==> src/source/tinyCoreConsts.svh <==
`ifndef TINY_CORE_CONSTS_SVH
`define TINY_CORE_CONSTS_SVH

// First fetch address after reset
`define RESET_VECTOR 32'h0000_1000

// Entry counts of the two queues
`define INSN_QUEUE_DEPTH 4
`define STORE_QUEUE_DEPTH 4

// Register number that aliases the program counter
`define PC_INDEX 4'd15

// All-ones word, decoded as illegal, ends a program
`define HALT_WORD 32'hFFFF_FFFF

`endif
==> src/source/tinyCorePkg.sv <==
`default_nettype none

package tinyCorePkg;

    typedef logic [31:0] word_t;
    typedef logic [3:0]  regIndex_t;

    // Right-hand side operations, encoded as in the instruction word
    typedef enum logic [3:0] {
        OP_OR    = 4'b0000,
        OP_AND   = 4'b0001,
        OP_ADD   = 4'b0010,
        OP_MUL   = 4'b0011,
        OP_RSVD  = 4'b0100,  // Reserved, illegal
        OP_SHL   = 4'b0101,
        OP_CMPLE = 4'b0110,
        OP_CMPEQ = 4'b0111,
        OP_NOR   = 4'b1000,
        OP_NAND  = 4'b1001,
        OP_XOR   = 4'b1010,
        OP_SUB   = 4'b1011,
        OP_XNOR  = 4'b1100,
        OP_SHR   = 4'b1101,
        OP_CMPGT = 4'b1110,
        OP_CMPNE = 4'b1111
    } opcode_t;

    // Raw instruction word, MSB first
    typedef struct packed {
        logic        topBit;   // Only set in the halt word
        logic        immIsY;   // Type bit
        logic [1:0]  deref;
        regIndex_t   z;
        regIndex_t   x;
        regIndex_t   y;
        opcode_t     op;
        logic [11:0] imm;
    } insnWord_t;

    typedef struct packed {
        word_t       pc;
        logic [1:0]  deref;
        logic        immIsY;
        regIndex_t   z;
        regIndex_t   x;
        regIndex_t   y;
        opcode_t     op;
        logic [11:0] imm;
        logic        illegal;
    } decodedInsn_t;

    typedef struct packed {
        word_t addr;
        word_t data;
    } storeReq_t;

endpackage

`default_nettype wire

==> src/source/tinyCoreTop.sv <==
`default_nettype none
`timescale 1ns/100ps
`include "tinyCoreConsts.svh"

module tinyCoreTop import tinyCorePkg::*; (
    input  wire logic  clk,
    input  wire logic  _reset,
    output word_t      o_insnAddr,
    input  wire word_t i_insnData,
    output logic       o_storeValid,
    output storeReq_t  o_store,
    input  wire logic  i_storeReady,
    output logic       o_halted
);

    logic         fetchValid, fetchReady;
    decodedInsn_t fetchItem;
    logic         insnValid, insnReady;
    decodedInsn_t insnItem;
    logic         storeValid, storeReady;
    storeReq_t    storeItem;
    logic         redirect;
    word_t        target;
    regIndex_t    readX, readY, readZ, writeIndex;
    word_t        valueX, valueY, valueZ, writeData;
    logic         writeEnable;

    insnFetch fetch (
        .clk(clk), ._reset(_reset),
        .i_redirect(redirect), .i_target(target), .i_halted(o_halted),
        .o_insnAddr(o_insnAddr), .i_insnData(i_insnData),
        .o_valid(fetchValid), .o_item(fetchItem), .i_ready(fetchReady)
    );

    itemQueue #(.payload_t(decodedInsn_t), .DEPTH(`INSN_QUEUE_DEPTH)) insnQueue (
        .clk(clk), ._reset(_reset), .i_flush(redirect),
        .i_valid(fetchValid), .i_data(fetchItem), .o_ready(fetchReady),
        .o_valid(insnValid), .o_data(insnItem), .i_ready(insnReady)
    );

    // Main copy serves X and Y
    regFile regs (
        .clk(clk), ._reset(_reset),
        .i_readX(readX), .i_readY(readY), .i_writeIndex(writeIndex),
        .o_valueX(valueX), .o_valueY(valueY),
        .i_writeEnable(writeEnable), .i_writeData(writeData)
    );

    // Mirror written in lockstep gives the Z read for stores
    regFile zRegs (
        .clk(clk), ._reset(_reset),
        .i_readX(readZ), .i_readY(4'd0), .i_writeIndex(writeIndex),
        .o_valueX(valueZ), .o_valueY(),
        .i_writeEnable(writeEnable), .i_writeData(writeData)
    );

    execUnit exec (
        .clk(clk), ._reset(_reset),
        .i_valid(insnValid), .i_insn(insnItem), .o_ready(insnReady),
        .o_readX(readX), .o_readY(readY), .o_readZ(readZ),
        .i_valueX(valueX), .i_valueY(valueY), .i_valueZ(valueZ),
        .o_writeIndex(writeIndex), .o_writeEnable(writeEnable), .o_writeData(writeData),
        .o_storeValid(storeValid), .o_store(storeItem), .i_storeReady(storeReady),
        .o_redirect(redirect), .o_target(target), .o_halted(o_halted)
    );

    itemQueue #(.payload_t(storeReq_t), .DEPTH(`STORE_QUEUE_DEPTH)) storeQueue (
        .clk(clk), ._reset(_reset), .i_flush(1'b0),
        .i_valid(storeValid), .i_data(storeItem), .o_ready(storeReady),
        .o_valid(o_storeValid), .o_data(o_store), .i_ready(i_storeReady)
    );

endmodule

`default_nettype wire

==> src/source/execUnit.sv <==
`default_nettype none
`timescale 1ns/100ps
`include "tinyCoreConsts.svh"

module execUnit import tinyCorePkg::*; (
    input  wire logic         clk,
    input  wire logic         _reset,
    input  wire logic         i_valid,
    input  wire decodedInsn_t i_insn,
    output logic              o_ready,
    output regIndex_t         o_readX,
    output regIndex_t         o_readY,
    output regIndex_t         o_readZ,
    input  wire word_t        i_valueX,
    input  wire word_t        i_valueY,
    input  wire word_t        i_valueZ,
    output regIndex_t         o_writeIndex,
    output logic              o_writeEnable,
    output word_t             o_writeData,
    output logic              o_storeValid,
    output storeReq_t         o_store,
    input  wire logic         i_storeReady,
    output logic              o_redirect,
    output word_t             o_target,
    output logic              o_halted
);

    logic  halted;
    logic  transfer;
    logic  storesNow;
    logic  writesZ;
    word_t nextPc;
    word_t xVal, yVal, zVal;
    word_t immExt, opB, addend, aluOut, rhs;

    assign o_readX = i_insn.x;
    assign o_readY = i_insn.y;
    assign o_readZ = i_insn.z;

    // R15 reads as the address of the following instruction
    assign nextPc = i_insn.pc + 32'd1;
    assign xVal = (i_insn.x == `PC_INDEX) ? nextPc : i_valueX;
    assign yVal = (i_insn.y == `PC_INDEX) ? nextPc : i_valueY;
    assign zVal = (i_insn.z == `PC_INDEX) ? nextPc : i_valueZ;

    assign immExt = {{20{i_insn.imm[11]}}, i_insn.imm};
    assign opB    = i_insn.immIsY ? immExt : yVal;  // Type 1 swaps I and Y
    assign addend = i_insn.immIsY ? yVal : immExt;

    always_comb begin
        case (i_insn.op)
            OP_OR:    aluOut = xVal | opB;
            OP_AND:   aluOut = xVal & opB;
            OP_ADD:   aluOut = xVal + opB;
            OP_MUL:   aluOut = xVal * opB;  // Low word only
            OP_SHL:   aluOut = xVal << opB;
            OP_CMPLE: aluOut = {32{$signed(xVal) <= $signed(opB)}};
            OP_CMPEQ: aluOut = {32{xVal == opB}};
            OP_NOR:   aluOut = ~(xVal | opB);
            OP_NAND:  aluOut = ~(xVal & opB);
            OP_XOR:   aluOut = xVal ^ opB;
            OP_SUB:   aluOut = xVal - opB;
            OP_XNOR:  aluOut = xVal ^ ~opB;
            OP_SHR:   aluOut = xVal >> opB;  // Logical shift
            OP_CMPGT: aluOut = {32{$signed(xVal) > $signed(opB)}};
            OP_CMPNE: aluOut = {32{xVal != opB}};
            default:  aluOut = '0;           // Reserved, flagged illegal
        endcase
    end

    assign rhs = aluOut + addend;

    assign storesNow = i_insn.deref[1] && !i_insn.illegal;
    assign writesZ   = (i_insn.deref == 2'b00) && !i_insn.illegal;

    // Stall only when a store has nowhere to go
    assign o_ready  = !halted && (!storesNow || i_storeReady);
    assign transfer = i_valid && o_ready;

    // Deref 10 puts Z at [rhs], deref 11 puts rhs at [Z]
    assign o_storeValid = i_valid && !halted && storesNow;
    assign o_store.addr = i_insn.deref[0] ? zVal : rhs;
    assign o_store.data = i_insn.deref[0] ? rhs : zVal;

    assign o_writeIndex  = i_insn.z;
    assign o_writeEnable = transfer && writesZ && (i_insn.z != `PC_INDEX);
    assign o_writeData   = rhs;

    assign o_redirect = transfer && writesZ && (i_insn.z == `PC_INDEX);  // Jump
    assign o_target   = rhs;

    always_ff @(posedge clk) begin
        if (!_reset) begin
            halted <= 1'b0;
        end else if (transfer && i_insn.illegal) begin
            halted <= 1'b1;  // Sticky until reset
        end
    end

    assign o_halted = halted;

endmodule

`default_nettype wire

==> src/source/insnFetch.sv <==
`default_nettype none
`timescale 1ns/100ps
`include "tinyCoreConsts.svh"

module insnFetch import tinyCorePkg::*; (
    input  wire logic         clk,
    input  wire logic         _reset,
    input  wire logic         i_redirect,
    input  wire word_t        i_target,
    input  wire logic         i_halted,
    output word_t             o_insnAddr,
    input  wire word_t        i_insnData,
    output logic              o_valid,
    output decodedInsn_t      o_item,
    input  wire logic         i_ready
);

    word_t     pc;
    insnWord_t word;
    logic      badDeref;
    logic      badOp;

    assign word = i_insnData;
    assign o_insnAddr = pc;

    // Loads are not supported, so deref 01 is rejected here
    assign badDeref = (word.deref == 2'b01);
    assign badOp    = (word.op == OP_RSVD);

    always_comb begin
        o_item.pc      = pc;
        o_item.deref   = word.deref;
        o_item.immIsY  = word.immIsY;
        o_item.z       = word.z;
        o_item.x       = word.x;
        o_item.y       = word.y;
        o_item.op      = word.op;
        o_item.imm     = word.imm;
        o_item.illegal = (i_insnData == `HALT_WORD) || badDeref || badOp;
    end

    // Nothing pushed in the redirect cycle, the queue is being flushed
    assign o_valid = !i_halted && !i_redirect;

    always_ff @(posedge clk) begin
        if (!_reset) begin
            pc <= `RESET_VECTOR;
        end else if (i_redirect) begin
            pc <= i_target;  // Restart at jump target
        end else if (o_valid && i_ready) begin
            pc <= pc + 32'd1;
        end
    end

endmodule

`default_nettype wire

==> src/source/regFile.sv <==
`default_nettype none
`timescale 1ns/100ps
`include "tinyCoreConsts.svh"

module regFile import tinyCorePkg::*; (
    input  wire logic      clk,
    input  wire logic      _reset,
    input  wire regIndex_t i_readX,
    input  wire regIndex_t i_readY,
    input  wire regIndex_t i_writeIndex,
    output word_t          o_valueX,
    output word_t          o_valueY,
    input  wire logic      i_writeEnable,
    input  wire word_t     i_writeData
);

    word_t regs [1:14];  // R0 is constant, R15 lives in the PC

    // Index 0 and the PC index both read zero here
    function automatic word_t readReg(input regIndex_t idx);
        if (idx == 4'd0 || idx == `PC_INDEX) begin
            return '0;
        end
        return regs[idx];
    endfunction

    assign o_valueX = readReg(i_readX);
    assign o_valueY = readReg(i_readY);

    always_ff @(posedge clk) begin
        if (!_reset) begin
            for (int i = 1; i <= 14; i++) begin
                regs[i] <= '0;
            end
        end else if (i_writeEnable && i_writeIndex != 4'd0 && i_writeIndex != `PC_INDEX) begin
            regs[i_writeIndex] <= i_writeData;
        end
    end

endmodule

`default_nettype wire

==> src/source/itemQueue.sv <==
`default_nettype none
`timescale 1ns/100ps

module itemQueue import tinyCorePkg::*; #(
    parameter type payload_t = word_t,
    parameter int  DEPTH     = 4
) (
    input  wire logic     clk,
    input  wire logic     _reset,
    input  wire logic     i_flush,
    input  wire logic     i_valid,
    input  wire payload_t i_data,
    output logic          o_ready,
    output logic          o_valid,
    output payload_t      o_data,
    input  wire logic     i_ready
);

    localparam int PTR_W = (DEPTH > 1) ? $clog2(DEPTH) : 1;
    localparam int CNT_W = $clog2(DEPTH + 1);

    payload_t   mem [DEPTH];
    logic [PTR_W-1:0] rdPtr;
    logic [PTR_W-1:0] wrPtr;
    logic [CNT_W-1:0] count;
    logic       push;
    logic       pop;

    assign o_ready = (count != CNT_W'(DEPTH));
    assign o_valid = (count != '0);
    assign o_data  = mem[rdPtr];

    assign push = i_valid && o_ready;
    assign pop  = o_valid && i_ready;

    always_ff @(posedge clk) begin
        if (push && !i_flush) begin
            mem[wrPtr] <= i_data;
        end
    end

    always_ff @(posedge clk) begin
        if (!_reset || i_flush) begin
            rdPtr <= '0;
            wrPtr <= '0;
            count <= '0;
        end else begin
            if (push) begin
                wrPtr <= (wrPtr == PTR_W'(DEPTH - 1)) ? '0 : wrPtr + 1'b1;
            end
            if (pop) begin
                rdPtr <= (rdPtr == PTR_W'(DEPTH - 1)) ? '0 : rdPtr + 1'b1;
            end
            // Simultaneous push and pop leaves the count alone
            if (push && !pop) begin
                count <= count + 1'b1;
            end else if (pop && !push) begin
                count <= count - 1'b1;
            end
        end
    end

endmodule

`default_nettype wire

==> config.mk <==
export PLATFORM = sky130hd
export DESIGN_NAME = tinyCoreTop
export DESIGN_NICKNAME = d
export VERILOG_FILES = /design/src/source/tinyCorePkg.sv /design/src/source/tinyCoreTop.sv /design/src/source/execUnit.sv /design/src/source/insnFetch.sv /design/src/source/regFile.sv /design/src/source/itemQueue.sv
export VERILOG_INCLUDE_DIRS = /design/src /design/src/source
export SDC_FILE = /design/constraint.sdc
export NUM_CORES = 2
export LEC_CHECK = 0
export BUFFER_PORTS_ARGS = -buffer_cell sky130_fd_sc_hd__buf_2
export CORE_MARGIN = 2
export CORE_UTILIZATION = 40
export CTS_BUF_LIST = sky130_fd_sc_hd__clkbuf_2
export CTS_CLUSTER_SIZE = 25
export DETAILED_ROUTE_END_ITERATION = 10
export GPL_TIMING_DRIVEN = 0
export PLACE_DENSITY_LB_ADDON = 0.2
export SLEW_MARGIN = 15
export SYNTH_ARGS = -nofsm -noshare
export SYNTH_HDL_FRONTEND = slang
export SYNTH_SLANG_ARGS = --single-unit
==> constraint.sdc <==
create_clock -name clk -period 12.46 [get_ports clk]
set_input_delay 0.623 -clock clk [delete_from_list [all_inputs] [get_ports clk]]
set_output_delay 0.623 -clock clk [all_outputs]
set_load 0.02 [all_outputs]
# --- Yosys cells after proc, flatten, opt, wreduce, memory -nomap -nowiden ---
# Memories as Yosys holds them, arrays and structs flattened. A register that Yosys moved wholly into a read port is not among the register bits.
# Cells that the tools add are included.
word_totals:
  ff_bits: 47
  mem_bits_rw: 1408
  in_bits: 35
  out_inout_bits: 98
  word_cells: 161
  mem_count: 4
mem_list:
  columns: ["name", "depth", "width", "read_ports", "rd_ports_with_merged_regs", "wr", "line", "text"]
  rows:
  - ["regs.regs", 14, 32, 2, 0, 14, "regFile.sv:17", "word_t regs [1:14];"]
  - ["zRegs.regs", 14, 32, 1, 0, 14, "regFile.sv:17", null]
  - ["insnQueue.mem", 4, 64, 1, 1, 1, "itemQueue.sv:22", "payload_t mem [DEPTH];"]
  - ["storeQueue.mem", 4, 64, 1, 1, 1, "itemQueue.sv:22", null]
classes:
  n_addsub: 13
  mul: 1
  order_cmp: 2
  n_eq_ne: 29
  shift: 2
  mux: 45
  n_bitwise: 7
  n_reduce_logical: 50
op_table:
  columns: ["op", "count"]
  rows:
  - ["32-bit 2-to-1 mux", 17]
  - ["32-bit case mux with 15 select lines", 1]
  - ["32-bit NOT", 3]
  - ["32-bit by 1-bit adder with 32-bit output, second input constant", 2]
  - ["32-bit adder", 2]
  - ["32-bit OR reduction", 2]
  - ["32-bit bitwise XOR", 2]
  - ["4-bit == test, second input constant", 11]
  - ["32-bit AND", 1]
  - ["32-bit == test", 1]
  - ["32-bit == test, second input constant", 1]
  - ["32-bit greater-than comparator", 1]
  - ["32-bit less-or-equal comparator", 1]
  - ["32-bit by 32-bit multiplier with 32-bit output", 1]
  - ["32-bit != test", 1]
  - ["32-bit OR", 1]
  - ["32-bit by 32-bit left shift with 32-bit output", 1]
  - ["32-bit by 32-bit >> shifter with 32-bit output", 1]
  - ["32-bit subtractor", 1]
  - ["1-bit logical AND", 21]
  - ["4-bit by 3-bit == test with 1-bit output, second input constant", 4]
  - ["4-bit zero test", 4]
  - ["2-bit 2-to-1 mux", 8]
  - ["1-bit 2-to-1 mux", 13]
  - ["other kinds (17)", 48]

# --- Depth between registers and ports, before layout ---
depth:
  depth_word: 15
  depth_mapped: 61
  ltp_nobuf: 47

# --- Cells and area by module ---
# From an unflattened synthesis, not the netlist that was laid out.
hier_totals:
  hier_cells: 9046
  area_unflattened_um2: 102933.7
by_module_without_submodules:
  columns: ["mod", "instances", "cells_per_inst", "area_per_inst_um2", "seq_area_each_um2"]
  rows:
  - ["regFile", 2, 1945, 25555.8, 14413.8]
  - ["execUnit", 1, 4070, 29753.5, 20.0]
  - ["itemQueue", 2, 384, 9795.6, 7867.5]
  - ["insnFetch", 1, 317, 2473.6, 640.6]
  - ["tinyCoreTop", 1, 1, 3.8, 0.0]

# --- Worst setup path after synthesis ---
# Ideal clock, no wire load.
synth_timing:
  kind: "reg2reg"
  from: "register (tool-made name)"
  to: "memory zRegs.regs[0][29] (netlist bit), data pin"
  setup_ns: 0.269
  t_arrival_ns: 12.621
  slack_ns: -0.429
  stages_incl_launch_ff: 52
  cell_sequence: "dfxtp_1 buf_6 buf_12 buf_12 mux4_2 buf_6 buf_8 buf_8 buf_8 buf_8 buf_6 buf_2 buf_2 mux4_2 mux2i_1 a22oi_1 a31o_2 clkinv_1 [... 16 more ...] fa_1 fa_1 ha_1 o21ai_0 nand2b_1 a41oi_1 xnor2_1 o22ai_1 or4_1 ha_1 nor2b_1 a2111oi_0 a21oi_1 a221oi_1 nor2b_1 xor2_1 clkbuf_1 inv_1"
synth_lines:
  columns: ["item", "line"]
  rows:
  - ["end: declaration", "regFile.sv:17"]

==> impl_metrics.env <==
export IMPL_post_route_period_util_pct=109
export IMPL_crit_path_end_kind="register"
export IMPL_yosysTopAreaCell="edfxtp_1"
export IMPL_seq_area_frac_synth_pct=39.9
export IMPL_final_antenna_net_count=0
export IMPL_nNetsFinal=8536
export IMPL_hold_violations=0
export IMPL_ios=133
export IMPL_multi_input_comb_area_um2=45700
export IMPL_cpPeakStageDelay_ps=610
export IMPL_worst_setup_path_start_kind="register"
export IMPL_area_growth_pct=18.3
export IMPL_grt_pass1_vias=66700
export IMPL_clock_fmax_ghz=0.0739
export IMPL_core_um2=198000
export IMPL_die_h_um=450
export IMPL_path_class="reg2reg"
export IMPL_netlist_top_cells_area="edfxtp_1 (39%), mux4_2 (14%), fa_1 (10%)"
export IMPL_netlist_instances=6997
export IMPL_dpl_hpwl_um=305000
export IMPL_violations="setup timing"
export IMPL_hold_depth=4
export IMPL_routedWlPerCell_um=38.4
export IMPL_drcViolationCount=0
export IMPL_initial_core_util_pct=40.3
export IMPL_clockBufferDepth=4
export IMPL_ys_seq_elements=1075
export IMPL_setup_viol=469
export IMPL_clockRootBuffer="clkbuf_2"
export IMPL_first_pass_iters=7
export IMPL_synth_edf_count=1024
export IMPL_finalNonFillerCells=10700
export IMPL_grt_overflow_total=0
export IMPL_routabilityCongestion=1.04
export IMPL_cp_max_fo=10
export IMPL_yosys_area_top_type_share_pct=38.6
export IMPL_cp_num_buf_inv=15
export IMPL_rsz0062_at_grt="true"
export IMPL_antenna_found_initial=22
export IMPL_grt_util_all_layers_pct=39.9
export IMPL_port_buffers=132
export IMPL_synthArstFlopShare_pct=0
export IMPL_vias=67700
export IMPL_r2r_cells=51
export IMPL_dp_slack_ps=-8430
export IMPL_worst_pin_slew_ps=1480
export IMPL_totalWireLength_um=410000
export IMPL_cts_made_buffers=299
export IMPL_row_count=163
export IMPL_yosysWarnings=0
export IMPL_final_layout_size_suffix_gt1_share_pct=25.7
export IMPL_path_delay_family="adder cells"
export IMPL_cap_violations=0
export IMPL_htree_levels=5
export IMPL_grt_pass1_wl_um=551000
export IMPL_clock_sinks=1075
export IMPL_timing_rr_end="storeQueue.mem[1][61]$_DFFE_PP_"
export IMPL_avgSynthCellArea_um2=11.4
export IMPL_hp_start="i_insnData[15]"
export IMPL_worst_ep_required_time_ps=14030
export IMPL_drt_iter0_markers=9458
export IMPL_synth_cell_types=106
export IMPL_place_inst=9893
export IMPL_grt_max_degree=48
export IMPL_cts_tree="built"
export IMPL_path_clk_slew_ps=100
export IMPL_worst_slack_ps=-1070
export IMPL_regArea_um2=31800
export IMPL_report_final_slew_viol_count=0
export IMPL_hold_end="insnQueue.mem[1][0]$_DFFE_PP_"
export IMPL_synth_flop_cell="edfxtp_1"
export IMPL_fin_crit_ps=13530
export IMPL_vias_per_cell=6.34
export IMPL_fillCellCount=18400
export IMPL_crit_arrival_ps=15100
export IMPL_clock_skew_ps=225
export IMPL_dieArea_um2=203000
export IMPL_worstSkewPairLatency_ps=1900
export IMPL_outcome="finished with violations"
export IMPL_min_path_type="in2reg"
export IMPL_r2r_setup_slack_ps=-1070
export IMPL_cpMaxStageDelayCell="buf_2"
export IMPL_netlist_area_um2=79600
export IMPL_relSlewSlack_pct=1.65
export IMPL_timing_setup_tns_ps=-288220
export IMPL_die_w_um=450
-- worst max-delay path by stage --
stage	from	end	slack, ps	cells past startpoint
2_1_floorplan	register	zRegs.regs[13][31]$_SDFFCE_PN0P_	20	51
3_3_place_gp	register	storeQueue.mem[0][58]$_DFFE_PP_	-9690	51
3_5_place_dp	register	storeQueue.mem[2][61]$_DFFE_PP_	-8430	51
4_1_cts	register	zRegs.regs[2][28]$_SDFFCE_PN0P_	-1010	59
5_1_grt	register	zRegs.regs[3][28]$_SDFFCE_PN0P_	-1150	55
6_report	register	storeQueue.mem[1][61]$_DFFE_PP_	-1070	51
-- worst reg2reg max path, delay by kind of cell (launching register included) --
family,cells,cell delay (ps)
adder cells (fa/ha/maj),11,4430
AO/OA/AOI/OAI,16,3590
buffers and inverters,15,2810
AND/OR/NAND/NOR,5,870
multiplexers,2,820
XOR/XNOR,2,520
flip-flops,1,330
-- flip-flops by register name, indices dropped and copies added, names as in the netlist, 2 cells and up, named ones only --
signal / count
fetch.o_insnAddr: 32
insnQueue.count: 3
insnQueue.mem: 256
insnQueue.rdPtr: 2
insnQueue.wrPtr: 2
storeQueue.count: 3
storeQueue.mem: 256
storeQueue.rdPtr: 2
storeQueue.wrPtr: 2
zRegs.regs: 512
-- kinds of logic (layout without fill, tap and decap cells) --
group	Yosys count	in the layout	share of synthesized area [%]
XOR/XNOR	240	240	2.79
flip-flops	1075	1075	39.9
AO/OA/AOI/OAI	1026	1026	8.57
AND/OR/NAND/NOR	2065	2065	10.9
adder cells (fa/ha/maj)	677	677	14.5
other	1	89	0.00471
multiplexers	746	746	17.2
buffers and inverters	1167	2121	6.11
-- routing by layer --
layer / up-vias / wire length (um) / GRT usage (%)
met5: - / 123 / 0
met4: 18 / 39800 / 32.6
met3: 1398 / 46000 / 11.3
met2: 5035 / 177000 / 59.0
met1: 34400 / 147000 / 48.7
li1: 26900 / - / -
-- placed cells by master, fill, tap and decap left out, types with 50 or more instances in the layout --
cell type and instances:
ha_1 246, a211oi_1 66, buf_12 59, buf_4 239
mux2i_1 204, edfxtp_1 1024, dfxtp_1 50, conb_1 64
nor2_1 976, a21oi_1 247, nand3_1 77, fa_1 412
o21ai_0 143, clkbuf_1 167, clkinv_1 58, nand2_1 625
mux4_2 491, clkbuf_2 502, dlygate4sd3_1 70, buf_6 60
buf_2 164, xnor2_1 147, nor3_1 61, inv_1 599
-- stage by stage --
step	hold WS, ps	util, %	cell area (um^2)
global route	155	47.6	94200
global placement	471	42.4	83900
detailed placement	501	43.2	85400
CTS	2.22	47.0	92800
floorplan	454	-	79900
finish	187	47.7	94200
-- area by class of cell --
cell class | instances | area share (%)
antenna | 25 | 0.0664
buffer | 506 | 4.15
clock buffer | 416 | 2.21
clock inverter | 75 | 0.433
inverter | 638 | 2.61
multi-input combinational | 4818 | 48.5
sequential | 1075 | 33.7
tap | 2640 | 3.51
timing repair buffer | 486 | 4.82
-- cell usage after synthesis, types with 25 or more instances --
cell type and count:
nor2b_1 33, buf_2 51, a22oi_1 28, o211ai_1 44, o31ai_1 25, nand2_1 645
a221oi_1 29, xnor2_1 174, edfxtp_1 1024, nand4_1 35, a22o_1 32, inv_1 616
fa_1 413, and2_1 27, nand2b_1 32, a21o_1 41, dfxtp_1 51, xor2_1 57
nor3_1 64, nand3_1 82, a211oi_1 75, buf_4 54, nor2_1 1023, a31oi_1 34
mux2i_1 206, buf_1 73, o22ai_1 39, clkbuf_1 327, o21bai_1 29, mux4_2 491
mux2_2 43, and3_1 26, ha_1 264, o21ai_0 175, a21oi_1 285
-- repair_timing --
item / in CTS / in global routing
hold endpoints to repair: 217 / 0
gates cloned: 4 / 1
hold buffers: 70 / 0
setup endpoints to repair: 800 / 587
resized for setup: 754 / 260
setup buffers: 147 / 76
pin swaps: 120 / 96
Power is not shown: default switching activity piles up to over one toggle a cycle in this logic, so the estimate is an artifact.
